--- config.mk ---
export PLATFORM = sky130hd
export DESIGN_NAME = WritebackTop
export DESIGN_NICKNAME = d
export VERILOG_FILES = /design/src/cpuPkg.sv /design/src/Mem2WbIf.sv /design/src/Mem2Stage.sv /design/src/WbReg.sv /design/src/WbStage.sv /design/src/RegFile.sv /design/src/WritebackTop.sv
export SDC_FILE = /design/constraint.sdc
export NUM_CORES = 2
export LEC_CHECK = 0
export ABC_AREA = 1
export BUFFER_PORTS_ARGS = -buffer_cell sky130_fd_sc_hd__buf_2
export CORE_MARGIN = 2
export CORE_UTILIZATION = 35
export CTS_CLUSTER_DIAMETER = 150
export CTS_CLUSTER_SIZE = 25
export DETAILED_ROUTE_END_ITERATION = 8
export PLACE_DENSITY_LB_ADDON = 0.15
export SETUP_SLACK_MARGIN = 0.2
export SLEW_MARGIN = 30
export SYNTH_ARGS = -nofsm -noshare
export SYNTH_HDL_FRONTEND = slang
export SYNTH_SLANG_ARGS = --single-unit
--- constraint.sdc ---
create_clock -name clk -period 3.55 [get_ports clk]
set_input_delay 1.065 -clock clk [delete_from_list [all_inputs] [get_ports clk]]
set_output_delay 1.065 -clock clk [all_outputs]
set_load 0.1 [all_outputs]
--- src/cpuPkg.sv ---
// ==========================================================
// CPU back end package
// Widths and code points shared by the MEM2 and WB stages.
// ==========================================================

`default_nettype none

package cpuPkg;

    // ==========================================================
    // Widths
    // ==========================================================
    localparam int DataWidth     = 32;
    localparam int RegAddrWidth  = 5;
    localparam int LoadTypeWidth = 3;
    localparam int WbSelWidth    = 2;
    localparam int RegsWrWidth   = 3;

    // ==========================================================
    // Load types
    // ==========================================================
    // Byte and half loads pick their lane from the low address bits.
    localparam logic [LoadTypeWidth-1:0] LoadWord  = 3'd0;
    localparam logic [LoadTypeWidth-1:0] LoadByte  = 3'd1;
    localparam logic [LoadTypeWidth-1:0] LoadByteU = 3'd2;
    localparam logic [LoadTypeWidth-1:0] LoadHalf  = 3'd3;
    localparam logic [LoadTypeWidth-1:0] LoadHalfU = 3'd4;

    // ==========================================================
    // Writeback select codes
    // ==========================================================
    localparam logic [WbSelWidth-1:0] WbSelLink = 2'd0;
    localparam logic [WbSelWidth-1:0] WbSelAlu  = 2'd1;
    localparam logic [WbSelWidth-1:0] WbSelOutB = 2'd2;
    localparam logic [WbSelWidth-1:0] WbSelMem  = 2'd3;

    // Bit positions inside the register write type.
    localparam int RegsWrRf = 0;
    localparam int RegsWrHi = 1;
    localparam int RegsWrLo = 2;

    // Return address offset for linking jumps.
    localparam logic [DataWidth-1:0] LinkOffset = 32'd8;

endpackage

`default_nettype wire

--- src/Mem2WbIf.sv ---
// ==========================================================
// MEM2 to WB interface
// Carries one instruction from the second memory stage.
// ==========================================================

`timescale 1ns/1ps
`default_nettype none

interface Mem2WbIf;
    import cpuPkg::*;

    // Payload.
    logic [DataWidth-1:0]    aluOut;
    logic [DataWidth-1:0]    pc;
    logic [DataWidth-1:0]    outB;
    logic [DataWidth-1:0]    dmOut;

    // Control. An empty slot has regsWr at zero.
    logic [WbSelWidth-1:0]   wbSel;
    logic [RegAddrWidth-1:0] dst;
    logic [RegsWrWidth-1:0]  regsWr;

    modport producer (
        output aluOut,
        output pc,
        output outB,
        output dmOut,
        output wbSel,
        output dst,
        output regsWr
    );

    modport consumer (
        input aluOut,
        input pc,
        input outB,
        input dmOut,
        input wbSel,
        input dst,
        input regsWr
    );

endinterface

`default_nettype wire

--- src/Mem2Stage.sv ---
// ==========================================================
// MEM2 stage
// Registers the instruction and aligns the loaded data.
// ==========================================================

`timescale 1ns/1ps
`default_nettype none

module Mem2Stage (
    input  logic                             clk,
    input  logic                             rstN,
    input  logic                             wr,
    input  logic [cpuPkg::DataWidth-1:0]     aluOut,
    input  logic [cpuPkg::DataWidth-1:0]     pc,
    input  logic [cpuPkg::DataWidth-1:0]     outB,
    input  logic [cpuPkg::DataWidth-1:0]     memData,
    input  logic [cpuPkg::LoadTypeWidth-1:0] loadType,
    input  logic [cpuPkg::WbSelWidth-1:0]    wbSel,
    input  logic [cpuPkg::RegAddrWidth-1:0]  dst,
    input  logic [cpuPkg::RegsWrWidth-1:0]   regsWr,
    Mem2WbIf.producer                        m2wb
);
    import cpuPkg::*;

    logic [DataWidth-1:0]     aluOutQ;
    logic [DataWidth-1:0]     pcQ;
    logic [DataWidth-1:0]     outBQ;
    logic [DataWidth-1:0]     memDataQ;
    logic [LoadTypeWidth-1:0] loadTypeQ;
    logic [WbSelWidth-1:0]    wbSelQ;
    logic [RegAddrWidth-1:0]  dstQ;
    logic [RegsWrWidth-1:0]   regsWrQ;
    logic [7:0]               loadByte;
    logic [15:0]              loadHalf;

    // ==========================================================
    // Stage register, held while wr is low.
    // ==========================================================
    always_ff @(posedge clk or negedge rstN) begin
        if (!rstN) begin
            aluOutQ   <= '0;
            pcQ       <= '0;
            outBQ     <= '0;
            memDataQ  <= '0;
            loadTypeQ <= '0;
            wbSelQ    <= '0;
            dstQ      <= '0;
            regsWrQ   <= '0;
        end else if (wr) begin
            aluOutQ   <= aluOut;
            pcQ       <= pc;
            outBQ     <= outB;
            memDataQ  <= memData;
            loadTypeQ <= loadType;
            wbSelQ    <= wbSel;
            dstQ      <= dst;
            regsWrQ   <= regsWr;
        end
    end

    // ==========================================================
    // Load alignment, little-endian lanes.
    // ==========================================================
    always_comb begin
        case (aluOutQ[1:0])
            2'd0:    loadByte = memDataQ[7:0];
            2'd1:    loadByte = memDataQ[15:8];
            2'd2:    loadByte = memDataQ[23:16];
            default: loadByte = memDataQ[31:24];
        endcase
        loadHalf = aluOutQ[1] ? memDataQ[31:16] : memDataQ[15:0];

        case (loadTypeQ)
            LoadByte:  m2wb.dmOut = {{(DataWidth-8){loadByte[7]}}, loadByte};
            LoadByteU: m2wb.dmOut = {{(DataWidth-8){1'b0}}, loadByte};
            LoadHalf:  m2wb.dmOut = {{(DataWidth-16){loadHalf[15]}}, loadHalf};
            LoadHalfU: m2wb.dmOut = {{(DataWidth-16){1'b0}}, loadHalf};
            // Words and unused codes pass the whole word.
            default:   m2wb.dmOut = memDataQ;
        endcase
    end

    assign m2wb.aluOut = aluOutQ;
    assign m2wb.pc     = pcQ;
    assign m2wb.outB   = outBQ;
    assign m2wb.wbSel  = wbSelQ;
    assign m2wb.dst    = dstQ;
    assign m2wb.regsWr = regsWrQ;

endmodule

`default_nettype wire

--- src/WbReg.sv ---
// ==========================================================
// WB pipeline register
// Captures MEM2 fields, with stall hold and flush to bubble.
// ==========================================================

`timescale 1ns/1ps
`default_nettype none

module WbReg (
    input  logic                            clk,
    input  logic                            rstN,
    input  logic                            flush,
    input  logic                            wr,
    Mem2WbIf.consumer                       m2wb,
    output logic [cpuPkg::DataWidth-1:0]    aluOut,
    output logic [cpuPkg::DataWidth-1:0]    pc,
    output logic [cpuPkg::DataWidth-1:0]    outB,
    output logic [cpuPkg::DataWidth-1:0]    dmOut,
    output logic [cpuPkg::WbSelWidth-1:0]   wbSel,
    output logic [cpuPkg::RegAddrWidth-1:0] dst,
    output logic [cpuPkg::RegsWrWidth-1:0]  regsWr
);

    // Flush wins over wr and loads an all-zero bubble.
    always_ff @(posedge clk or negedge rstN) begin
        if (!rstN) begin
            aluOut <= '0;
            pc     <= '0;
            outB   <= '0;
            dmOut  <= '0;
            wbSel  <= '0;
            dst    <= '0;
            regsWr <= '0;
        end else if (flush) begin
            aluOut <= '0;
            pc     <= '0;
            outB   <= '0;
            dmOut  <= '0;
            wbSel  <= '0;
            dst    <= '0;
            regsWr <= '0;
        end else if (wr) begin
            aluOut <= m2wb.aluOut;
            pc     <= m2wb.pc;
            outB   <= m2wb.outB;
            dmOut  <= m2wb.dmOut;
            wbSel  <= m2wb.wbSel;
            dst    <= m2wb.dst;
            regsWr <= m2wb.regsWr;
        end
    end

endmodule

`default_nettype wire

--- src/WbStage.sv ---
// ==========================================================
// WB stage
// Picks the writeback result and gates the final write.
// ==========================================================

`timescale 1ns/1ps
`default_nettype none

module WbStage (
    input  logic                            clk,
    input  logic                            rstN,
    input  logic                            flush,
    input  logic                            wr,
    input  logic                            disWr,
    Mem2WbIf.consumer                       m2wb,
    output logic [cpuPkg::DataWidth-1:0]    result,
    output logic [cpuPkg::RegAddrWidth-1:0] dst,
    output logic [cpuPkg::RegsWrWidth-1:0]  regsWr,
    output logic [cpuPkg::RegsWrWidth-1:0]  finalWr,
    output logic [cpuPkg::DataWidth-1:0]    pc
);
    import cpuPkg::*;

    logic [DataWidth-1:0]  wbAluOut;
    logic [DataWidth-1:0]  wbOutB;
    logic [DataWidth-1:0]  wbDmOut;
    logic [WbSelWidth-1:0] wbSel;

    WbReg uWbReg (
        .clk    (clk),
        .rstN   (rstN),
        .flush  (flush),
        .wr     (wr),
        .m2wb   (m2wb),
        .aluOut (wbAluOut),
        .pc     (pc),
        .outB   (wbOutB),
        .dmOut  (wbDmOut),
        .wbSel  (wbSel),
        .dst    (dst),
        .regsWr (regsWr)
    );

    // ==========================================================
    // Result select
    // ==========================================================
    always_comb begin
        case (wbSel)
            WbSelLink: result = pc + LinkOffset;   // jal, jalr return address
            WbSelAlu:  result = wbAluOut;
            WbSelOutB: result = wbOutB;            // mthi, mtlo style moves
            default:   result = wbDmOut;
        endcase
    end

    // A data-cache stall blocks the write in the same cycle.
    assign finalWr = disWr ? '0 : regsWr;

endmodule

`default_nettype wire

--- src/RegFile.sv ---
// ==========================================================
// Register file
// 32 GPRs plus HI and LO, two read ports with bypass.
// ==========================================================

`timescale 1ns/1ps
`default_nettype none

module RegFile (
    input  logic                            clk,
    input  logic                            rstN,
    input  logic [cpuPkg::RegsWrWidth-1:0]  wrType,
    input  logic [cpuPkg::RegAddrWidth-1:0] wrAddr,
    input  logic [cpuPkg::DataWidth-1:0]    wrData,
    input  logic [cpuPkg::RegAddrWidth-1:0] rsAddr,
    input  logic [cpuPkg::RegAddrWidth-1:0] rtAddr,
    output logic [cpuPkg::DataWidth-1:0]    rsData,
    output logic [cpuPkg::DataWidth-1:0]    rtData,
    output logic [cpuPkg::DataWidth-1:0]    hiData,
    output logic [cpuPkg::DataWidth-1:0]    loData
);
    import cpuPkg::*;

    // Register 0 has no storage.
    logic [DataWidth-1:0] gpr [1:31];

    always_ff @(posedge clk or negedge rstN) begin
        if (!rstN) begin
            for (int i = 1; i < 32; i++) begin
                gpr[i] <= '0;
            end
            hiData <= '0;
            loData <= '0;
        end else begin
            if (wrType[RegsWrRf] && wrAddr != '0) begin
                gpr[wrAddr] <= wrData;
            end
            if (wrType[RegsWrHi]) begin
                hiData <= wrData;
            end
            if (wrType[RegsWrLo]) begin
                loData <= wrData;
            end
        end
    end

    // Read with bypass of the write pending this cycle.
    function automatic logic [DataWidth-1:0] readReg(input logic [RegAddrWidth-1:0] addr);
        logic [DataWidth-1:0] value;
        if (addr == '0) begin
            value = '0;
        end else if (wrType[RegsWrRf] && addr == wrAddr) begin
            value = wrData;
        end else begin
            value = gpr[addr];
        end
        return value;
    endfunction

    always_comb begin
        rsData = readReg(rsAddr);
        rtData = readReg(rtAddr);
    end

endmodule

`default_nettype wire

--- src/WritebackTop.sv ---
// ==========================================================
// Pipeline back end top
// MEM2 and WB stages feeding the register file.
// ==========================================================

`timescale 1ns/1ps
`default_nettype none

module WritebackTop (
    input  logic                             clk,
    input  logic                             rstN,
    input  logic                             wr,
    input  logic                             flush,
    input  logic                             disWr,
    input  logic [cpuPkg::DataWidth-1:0]     aluOut,
    input  logic [cpuPkg::DataWidth-1:0]     pc,
    input  logic [cpuPkg::DataWidth-1:0]     outB,
    input  logic [cpuPkg::DataWidth-1:0]     memData,
    input  logic [cpuPkg::LoadTypeWidth-1:0] loadType,
    input  logic [cpuPkg::WbSelWidth-1:0]    wbSel,
    input  logic [cpuPkg::RegAddrWidth-1:0]  dst,
    input  logic [cpuPkg::RegsWrWidth-1:0]   regsWr,
    input  logic [cpuPkg::RegAddrWidth-1:0]  rsAddr,
    input  logic [cpuPkg::RegAddrWidth-1:0]  rtAddr,
    output logic [cpuPkg::DataWidth-1:0]     wbResult,
    output logic [cpuPkg::RegAddrWidth-1:0]  wbDst,
    output logic [cpuPkg::RegsWrWidth-1:0]   wbRegsWr,
    output logic [cpuPkg::RegsWrWidth-1:0]   wbFinalWr,
    output logic [cpuPkg::DataWidth-1:0]     wbPc,
    output logic [cpuPkg::DataWidth-1:0]     rsData,
    output logic [cpuPkg::DataWidth-1:0]     rtData,
    output logic [cpuPkg::DataWidth-1:0]     hiData,
    output logic [cpuPkg::DataWidth-1:0]     loData
);

    Mem2WbIf m2wb ();

    Mem2Stage uMem2 (
        .clk      (clk),
        .rstN     (rstN),
        .wr       (wr),
        .aluOut   (aluOut),
        .pc       (pc),
        .outB     (outB),
        .memData  (memData),
        .loadType (loadType),
        .wbSel    (wbSel),
        .dst      (dst),
        .regsWr   (regsWr),
        .m2wb     (m2wb.producer)
    );

    WbStage uWb (
        .clk     (clk),
        .rstN    (rstN),
        .flush   (flush),
        .wr      (wr),
        .disWr   (disWr),
        .m2wb    (m2wb.consumer),
        .result  (wbResult),
        .dst     (wbDst),
        .regsWr  (wbRegsWr),
        .finalWr (wbFinalWr),
        .pc      (wbPc)
    );

    // Commit port is driven by the gated write type.
    RegFile uRegFile (
        .clk    (clk),
        .rstN   (rstN),
        .wrType (wbFinalWr),
        .wrAddr (wbDst),
        .wrData (wbResult),
        .rsAddr (rsAddr),
        .rtAddr (rtAddr),
        .rsData (rsData),
        .rtData (rtData),
        .hiData (hiData),
        .loData (loData)
    );

endmodule

`default_nettype wire

* Word level (Yosys, flattened, before mapping)
Cells that the tools add are included.
Storage, ports and cells: bits in registers 1335, input port bits 156, output and inout bits 203
Operators by class: $add $sub $neg 1, magnitude comparators 4, equality and inequality tests 10, multiplexer cells 32, bitwise operators 3, reductions and logical operators 10
Operator list (number):
- 992-bit bitwise mux | 1
- 32-bit 2-to-1 mux | 17
- 32-bit binary-select mux with 5-bit select | 2
- 32-bit demux with 5-bit select | 1
- 32-bit one-hot mux with 4 select lines | 1
- 32-bit one-hot mux with 3 select lines | 1
- 32-bit by 4-bit adder with 32-bit output (second input constant) | 1
- 8-bit one-hot mux with 3 select lines | 1
- 6-bit >= comparator (second input constant) | 3
- 5-bit NOT with 6-bit output | 3
- 16-bit 2-to-1 mux | 1
- 5-bit == test | 2
- 5-bit logical NOT | 2
- 5-bit 2-to-1 mux | 2
- 3-bit 2-to-1 mux | 3
- 3-bit by 2-bit == test with 1-bit output (second input constant) | 2
- 6-bit by 1-bit less-than comparator with 1-bit output (second input constant) | 1
- 5-bit nonzero test | 1
- 2-bit by 1-bit == test with 1-bit output (second input constant) | 2
- 2-bit == test (second input constant) | 2
- 1-bit logical AND | 4
- 2-bit logical NOT | 2
- 2-bit 2-to-1 mux | 2
- 3-bit by 1-bit == test with 1-bit output (second input constant) | 1
- other kinds (2) | 2

* Logic depth before layout (Yosys ltp)
depth after elaboration 6, depth in mapped cells 13

* Hierarchy
From an unflattened synthesis, not the netlist that was laid out.
Second synthesis, totals: cell total of the unflattened synthesis 9837, area total of the unflattened synthesis 71751.3 um^2
By module, submodules not included:
- RegFile | times used 1, cells an instance 8358, area each 58373.5 um^2, sequential area each 26425.3 um^2
- Mem2Stage | times used 1, cells an instance 529, area each 6246.0 um^2, sequential area each 3528.4 um^2
- WbReg | times used 1, cells an instance 599, area each 5416.4 um^2, sequential area each 3453.3 um^2
- WbStage | times used 1, cells an instance 351, area each 1715.4 um^2, sequential area each 0.0 um^2

* Worst setup path after synthesis
Ideal clock, no wire load.
path kind reg-to-output, start reg uWb.uWbReg.regsWr[0] (netlist name), end out rsData[0] (netlist name), data arrival time 4.297 ns, slack -1.812 ns, cell stages (with the launch flop) 9, cells stage by stage dfrtp_1 > inv_1 > nor2_2 > o21ai_0 > nor2_1 > nand2_1 > clkbuf_1 > clkbuf_1 > a21oi_1
Between the ends: word-level cells in the longest chain between the ends 4
Ends and longest elaborated chain:
- from (decl) | RTL line WbReg.sv:21 | output logic [cpuPkg::RegsWrWidth-1:0] regsWr
- from (signal assigned) | RTL line WbReg.sv:49 | regsWr <= m2wb.regsWr;
- 3-bit 2-to-1 mux | RTL line WbStage.sv:57 | assign finalWr = disWr ? '0 : regsWr;
- via wbFinalWr, one bit | RTL line WritebackTop.sv:28 | output logic [cpuPkg::RegsWrWidth-1:0] wbFinalWr,
- 1-bit logical AND | RTL line RegFile.sv:52 | end else if (wrType[RegsWrRf] && addr == wrAddr) begin
- 32-bit 2-to-1 mux | RTL line RegFile.sv:52
- 32-bit 2-to-1 mux | RTL line RegFile.sv:50 | if (addr == '0) begin
- to (decl) | RTL line WritebackTop.sv:30 | output logic [cpuPkg::DataWidth-1:0] rsData,
The timed path passes the listed nets, and every way through them passes these cells.

* Worst setup path in the final report
start reg uWb.uWbReg.pc[4] (netlist name), end out rsData[15] (netlist name)
Between the ends: word-level cells in the longest chain between the ends 4
Ends and longest elaborated chain:
- from (decl) | RTL line WbReg.sv:16 | output logic [cpuPkg::DataWidth-1:0] pc,
- from (signal assigned) | RTL line WbReg.sv:44 | pc <= m2wb.pc;
- 32-bit by 4-bit adder with 32-bit output | RTL line WbStage.sv:49 | WbSelLink: result = pc + LinkOffset;
- 32-bit one-hot mux with 3 select lines | RTL line WbStage.sv:48 | case (wbSel)
- 32-bit 2-to-1 mux | RTL line RegFile.sv:52
- 32-bit 2-to-1 mux | RTL line RegFile.sv:50
No other way between the ends.

==> results_dict.tcl <==
set metrics [dict create \
    final_util_pct 45.7 \
    synth_top_family_by_area "simple AND/OR/NAND/NOR gates" \
    synth-compound-area-share_pct 14.3 \
    yosys.area.top_type "dfrtp_1" \
    p_clk_share_pct 23.9 \
    cts_max_path_buffers 3 \
    status "finished with violations" \
    grt_usage_pct 32.7 \
    yosysSeqAreaShare_pct 47.1 \
    cts_root_buffer "clkbuf_16" \
    slew_violations 0 \
    antenna_found_initial 15 \
    multi_input_area_um2 35300 \
    synth.top_cells.by_count "nand2_1 (3212), nand3_1 (1437), dfrtp_1 (1335)" \
    yosysMostFrequentCell "nand2_1" \
    ff2ff_setup_slack_ns 0.84 \
    rsz0062_at_grt "yes" \
    wl_um 350000 \
    drtIter0Drc 10237 \
    crit_path_start_kind "register" \
    gp_congestion 0.929 \
    r2r_end "uRegFile.gpr[360]" \
    first_global_vias 69370 \
    clock-sinks 1335 \
    synth-edff-count 0 \
    nets 10642 \
    finalSetupViolCount 96 \
    regArea_um2 33500 \
    die_w_um 454 \
    rows 165 \
    syn_inst 9870 \
    nFillCells 19956 \
    synth_xor_area_share_pct 0.0247 \
    dp_hpwl_um 221000 \
    p_sw_share_pct 37.3 \
    setup_tns_ns -36.30 \
    drive_gt1_share_pct 20.8 \
    synth.avg_cell_area_um2 7.19 \
    cts_made_buffers 59 \
    violations "negative setup slack" \
    hold_violations 0 \
    reg2reg_depth 12 \
    fin_crit_ns 4.07 \
    drtPass1Iterations 7 \
    ys_top_cells_by_area "dfrtp_1 (47%), nand2_1 (17%), nand3_1 (10%), o21ai_0 (9.3%), inv_1 (3.2%)" \
    synthArstFlopShare_pct 100 \
    ys_ff_latch 1335 \
    grt_pass1_wl_um 497000 \
    relSlewSlack_pct 41.0 \
    pwr-share-seq_pct 46.4 \
    grt_max_degree 265 \
    crit_type "register to primary output" \
    htree_levels 2 \
    crit_required_ns 2.48 \
    yosysWarnings 0 \
    clk_pin_slew_ns 0.11 \
    arrival_ns 3.00 \
    intPower_mw 22.4 \
    area_growth_syn_to_layout_pct 29.9 \
    cap_violations 0 \
    synth_mux_area_share_pct 0 \
    ant_nets 0 \
    worst_pin_slew_ns 0.886 \
    synth_cell_types 41 \
    endpoint_kind "primary output" \
    fmax_mhz 246 \
    core_um2 202000 \
    pre_cts_ws_ns -0.656 \
    peakVddDrop_uv 485 \
    cts_hold_buf 0 \
    cts_tree "yes" \
    vias 74738 \
    io_buffers 358 \
    finalCritPeriodShare_pct 115 \
    ys.flop_type "dfrtp_1" \
    grt_overflow_total 0 \
    synth_area_um2 70900 \
    viasPerCell 5.67 \
    insertion_delay_ns 0.82 \
    setup_ws_ns -0.519 \
    start_util_pct 35.2 \
    yosys.area_share.adder_pct 0.0176 \
    combPwrFrac_pct 29.7 \
    syn_nets 10027 \
    die_y_um 454 \
    wl_per_cell_um 26.6 \
    synth_simple_gate_area_share_pct 30.3 \
    die-area_um2 206000 \
    reg2reg_from "uWb.uWbReg.regsWr[0]" \
    min_path_type "primary input to asynchronous set/reset pin" \
    p_leak_nw 41.4 \
    cp_max_fo 4 \
    synth_top_area_share_pct 47.1 \
    ios 359 \
    post-route-drc-count 0 \
    fin_skew_ns 0.0480 \
    p_sw_mw 13.4 \
    powerDensity_nw_per_um2 389 \
]
==> final cells by class <==
cell class                      instances  share of cell area (%)
Sequential cell                      1335                    36.3
Inverter                              647                    2.94
Clock buffer                           67                    1.67
Timing Repair Buffer                 1352                    17.0
Clock inverter                          4                  0.0720
Multi-Input combinational cell       7087                    38.3
Timing Repair inverter                  3                  0.0489
Antenna cell                            7                  0.0190
Tap cell                             2672                    3.63
==> power by group through the flow <==
stage,clock (mW),sequential [mW],combinational [mW]
floorplan,0,18.1,4.12
global placement,0,16.9,9.36
detailed placement,0,16.9,9.40
CTS,8.68,16.6,10.2
global route,9.16,16.7,11.2
finish,8.55,16.6,10.6
==> critical path, stage by stage, from the launching register on <==
cell and delay (ns):
dfrtp_4 0.46, ha_4 0.17, nand2_4 0.06, nor2_4 0.18, buf_6 0.13, nand3_4 0.10
nand2_2 0.10, nand3_4 0.14, nand2_4 0.12, nand2_8 0.08, buf_12 0.16, nand2_4 0.07
nand2_4 0.06, nor2_4 0.16, buf_12 0.19
==> metal layers <==
metal	part of all wire, %	track usage (%)	vias up
li1	-	-	33382
met5	0.016	0	-
met3	9.5	5.99	910
met4	6.3	17.4	8
met2	44	49.9	4434
met1	40	44.0	36004
==> worst max path at each step <==
stage,to,cells past startpoint,startpoint,slack [ns]
after floorplan,rtData[4],8,disWr,-0.36
after global placement,rsData[8],15,rsAddr[0],-0.67
after detailed placement,rsData[11],12,rsAddr[0],-0.66
after CTS,rtData[7],12,uWb.uWbReg.pc[4],-0.56
after global routing,rtData[11],13,uWb.uWbReg.pc[9],-0.57
final,rsData[15],14,uWb.uWbReg.pc[4],-0.52
==> per-stage QoR <==
step / cell area [um^2] / instances / power, mW / hold WS (ns)
2_1_floorplan: 71800 / 9870 / 22.2 / 0.446
3_3_place_gp: 83000 / 12829 / 26.2 / 0.459
3_5_place_dp: 83000 / 12829 / 26.3 / 0.460
4_1_cts: 89400 / 13059 / 35.4 / 0.286
5_1_grt: 92100 / 13170 / 37.0 / 0.319
6_report: 92100 / 13174 / 35.8 / 0.309
==> kinds of logic after synthesis <==
logic type,Yosys count
AOI/OAI and AO/OA,1951
and+or+nand+nor,5133
buffers and inverters,1448
xor gates and xnor gates,2
adders and majority gates,1
DFF,1335
==> registers in the layout, indices dropped and copies added, names as in the netlist <==
register	flops
uRegFile.gpr	992
uMem2.m2wb.aluOut	32
uMem2.m2wb.outB	32
uMem2.m2wb.pc	32
uMem2.memDataQ	32
uRegFile.hiData	32
uRegFile.loData	32
uWb.uWbReg.aluOut	32
uWb.uWbReg.dmOut	32
uWb.uWbReg.outB	32
uWb.uWbReg.pc	32
uMem2.m2wb.dst	5
uWb.uWbReg.dst	5
uMem2.loadTypeQ	3
uMem2.m2wb.regsWr	3
uWb.uWbReg.regsWr	3
uMem2.m2wb.wbSel	2
uWb.uWbReg.wbSel	2
==> timing repair <==
item                       4_1_cts  5_1_grt
gates cloned                    31       17
pin swaps                      149      181
gates resized for setup        703      328
setup buffers                  128       90
setup endpoints to repair       96       96
==> placed cells by master, fill, tap and decap left out, types with 185 or more instances in the layout <==
cell type,count
nand2_1,3042
dfrtp_1,1300
nand3_1,1275
o21ai_0,1265
buf_4,570
inv_1,533
buf_12,316
nor2_1,253
buf_2,252
o21ai_1,234
a21oi_1,185
No activity file was read; power rests on OpenSTA's default activity.
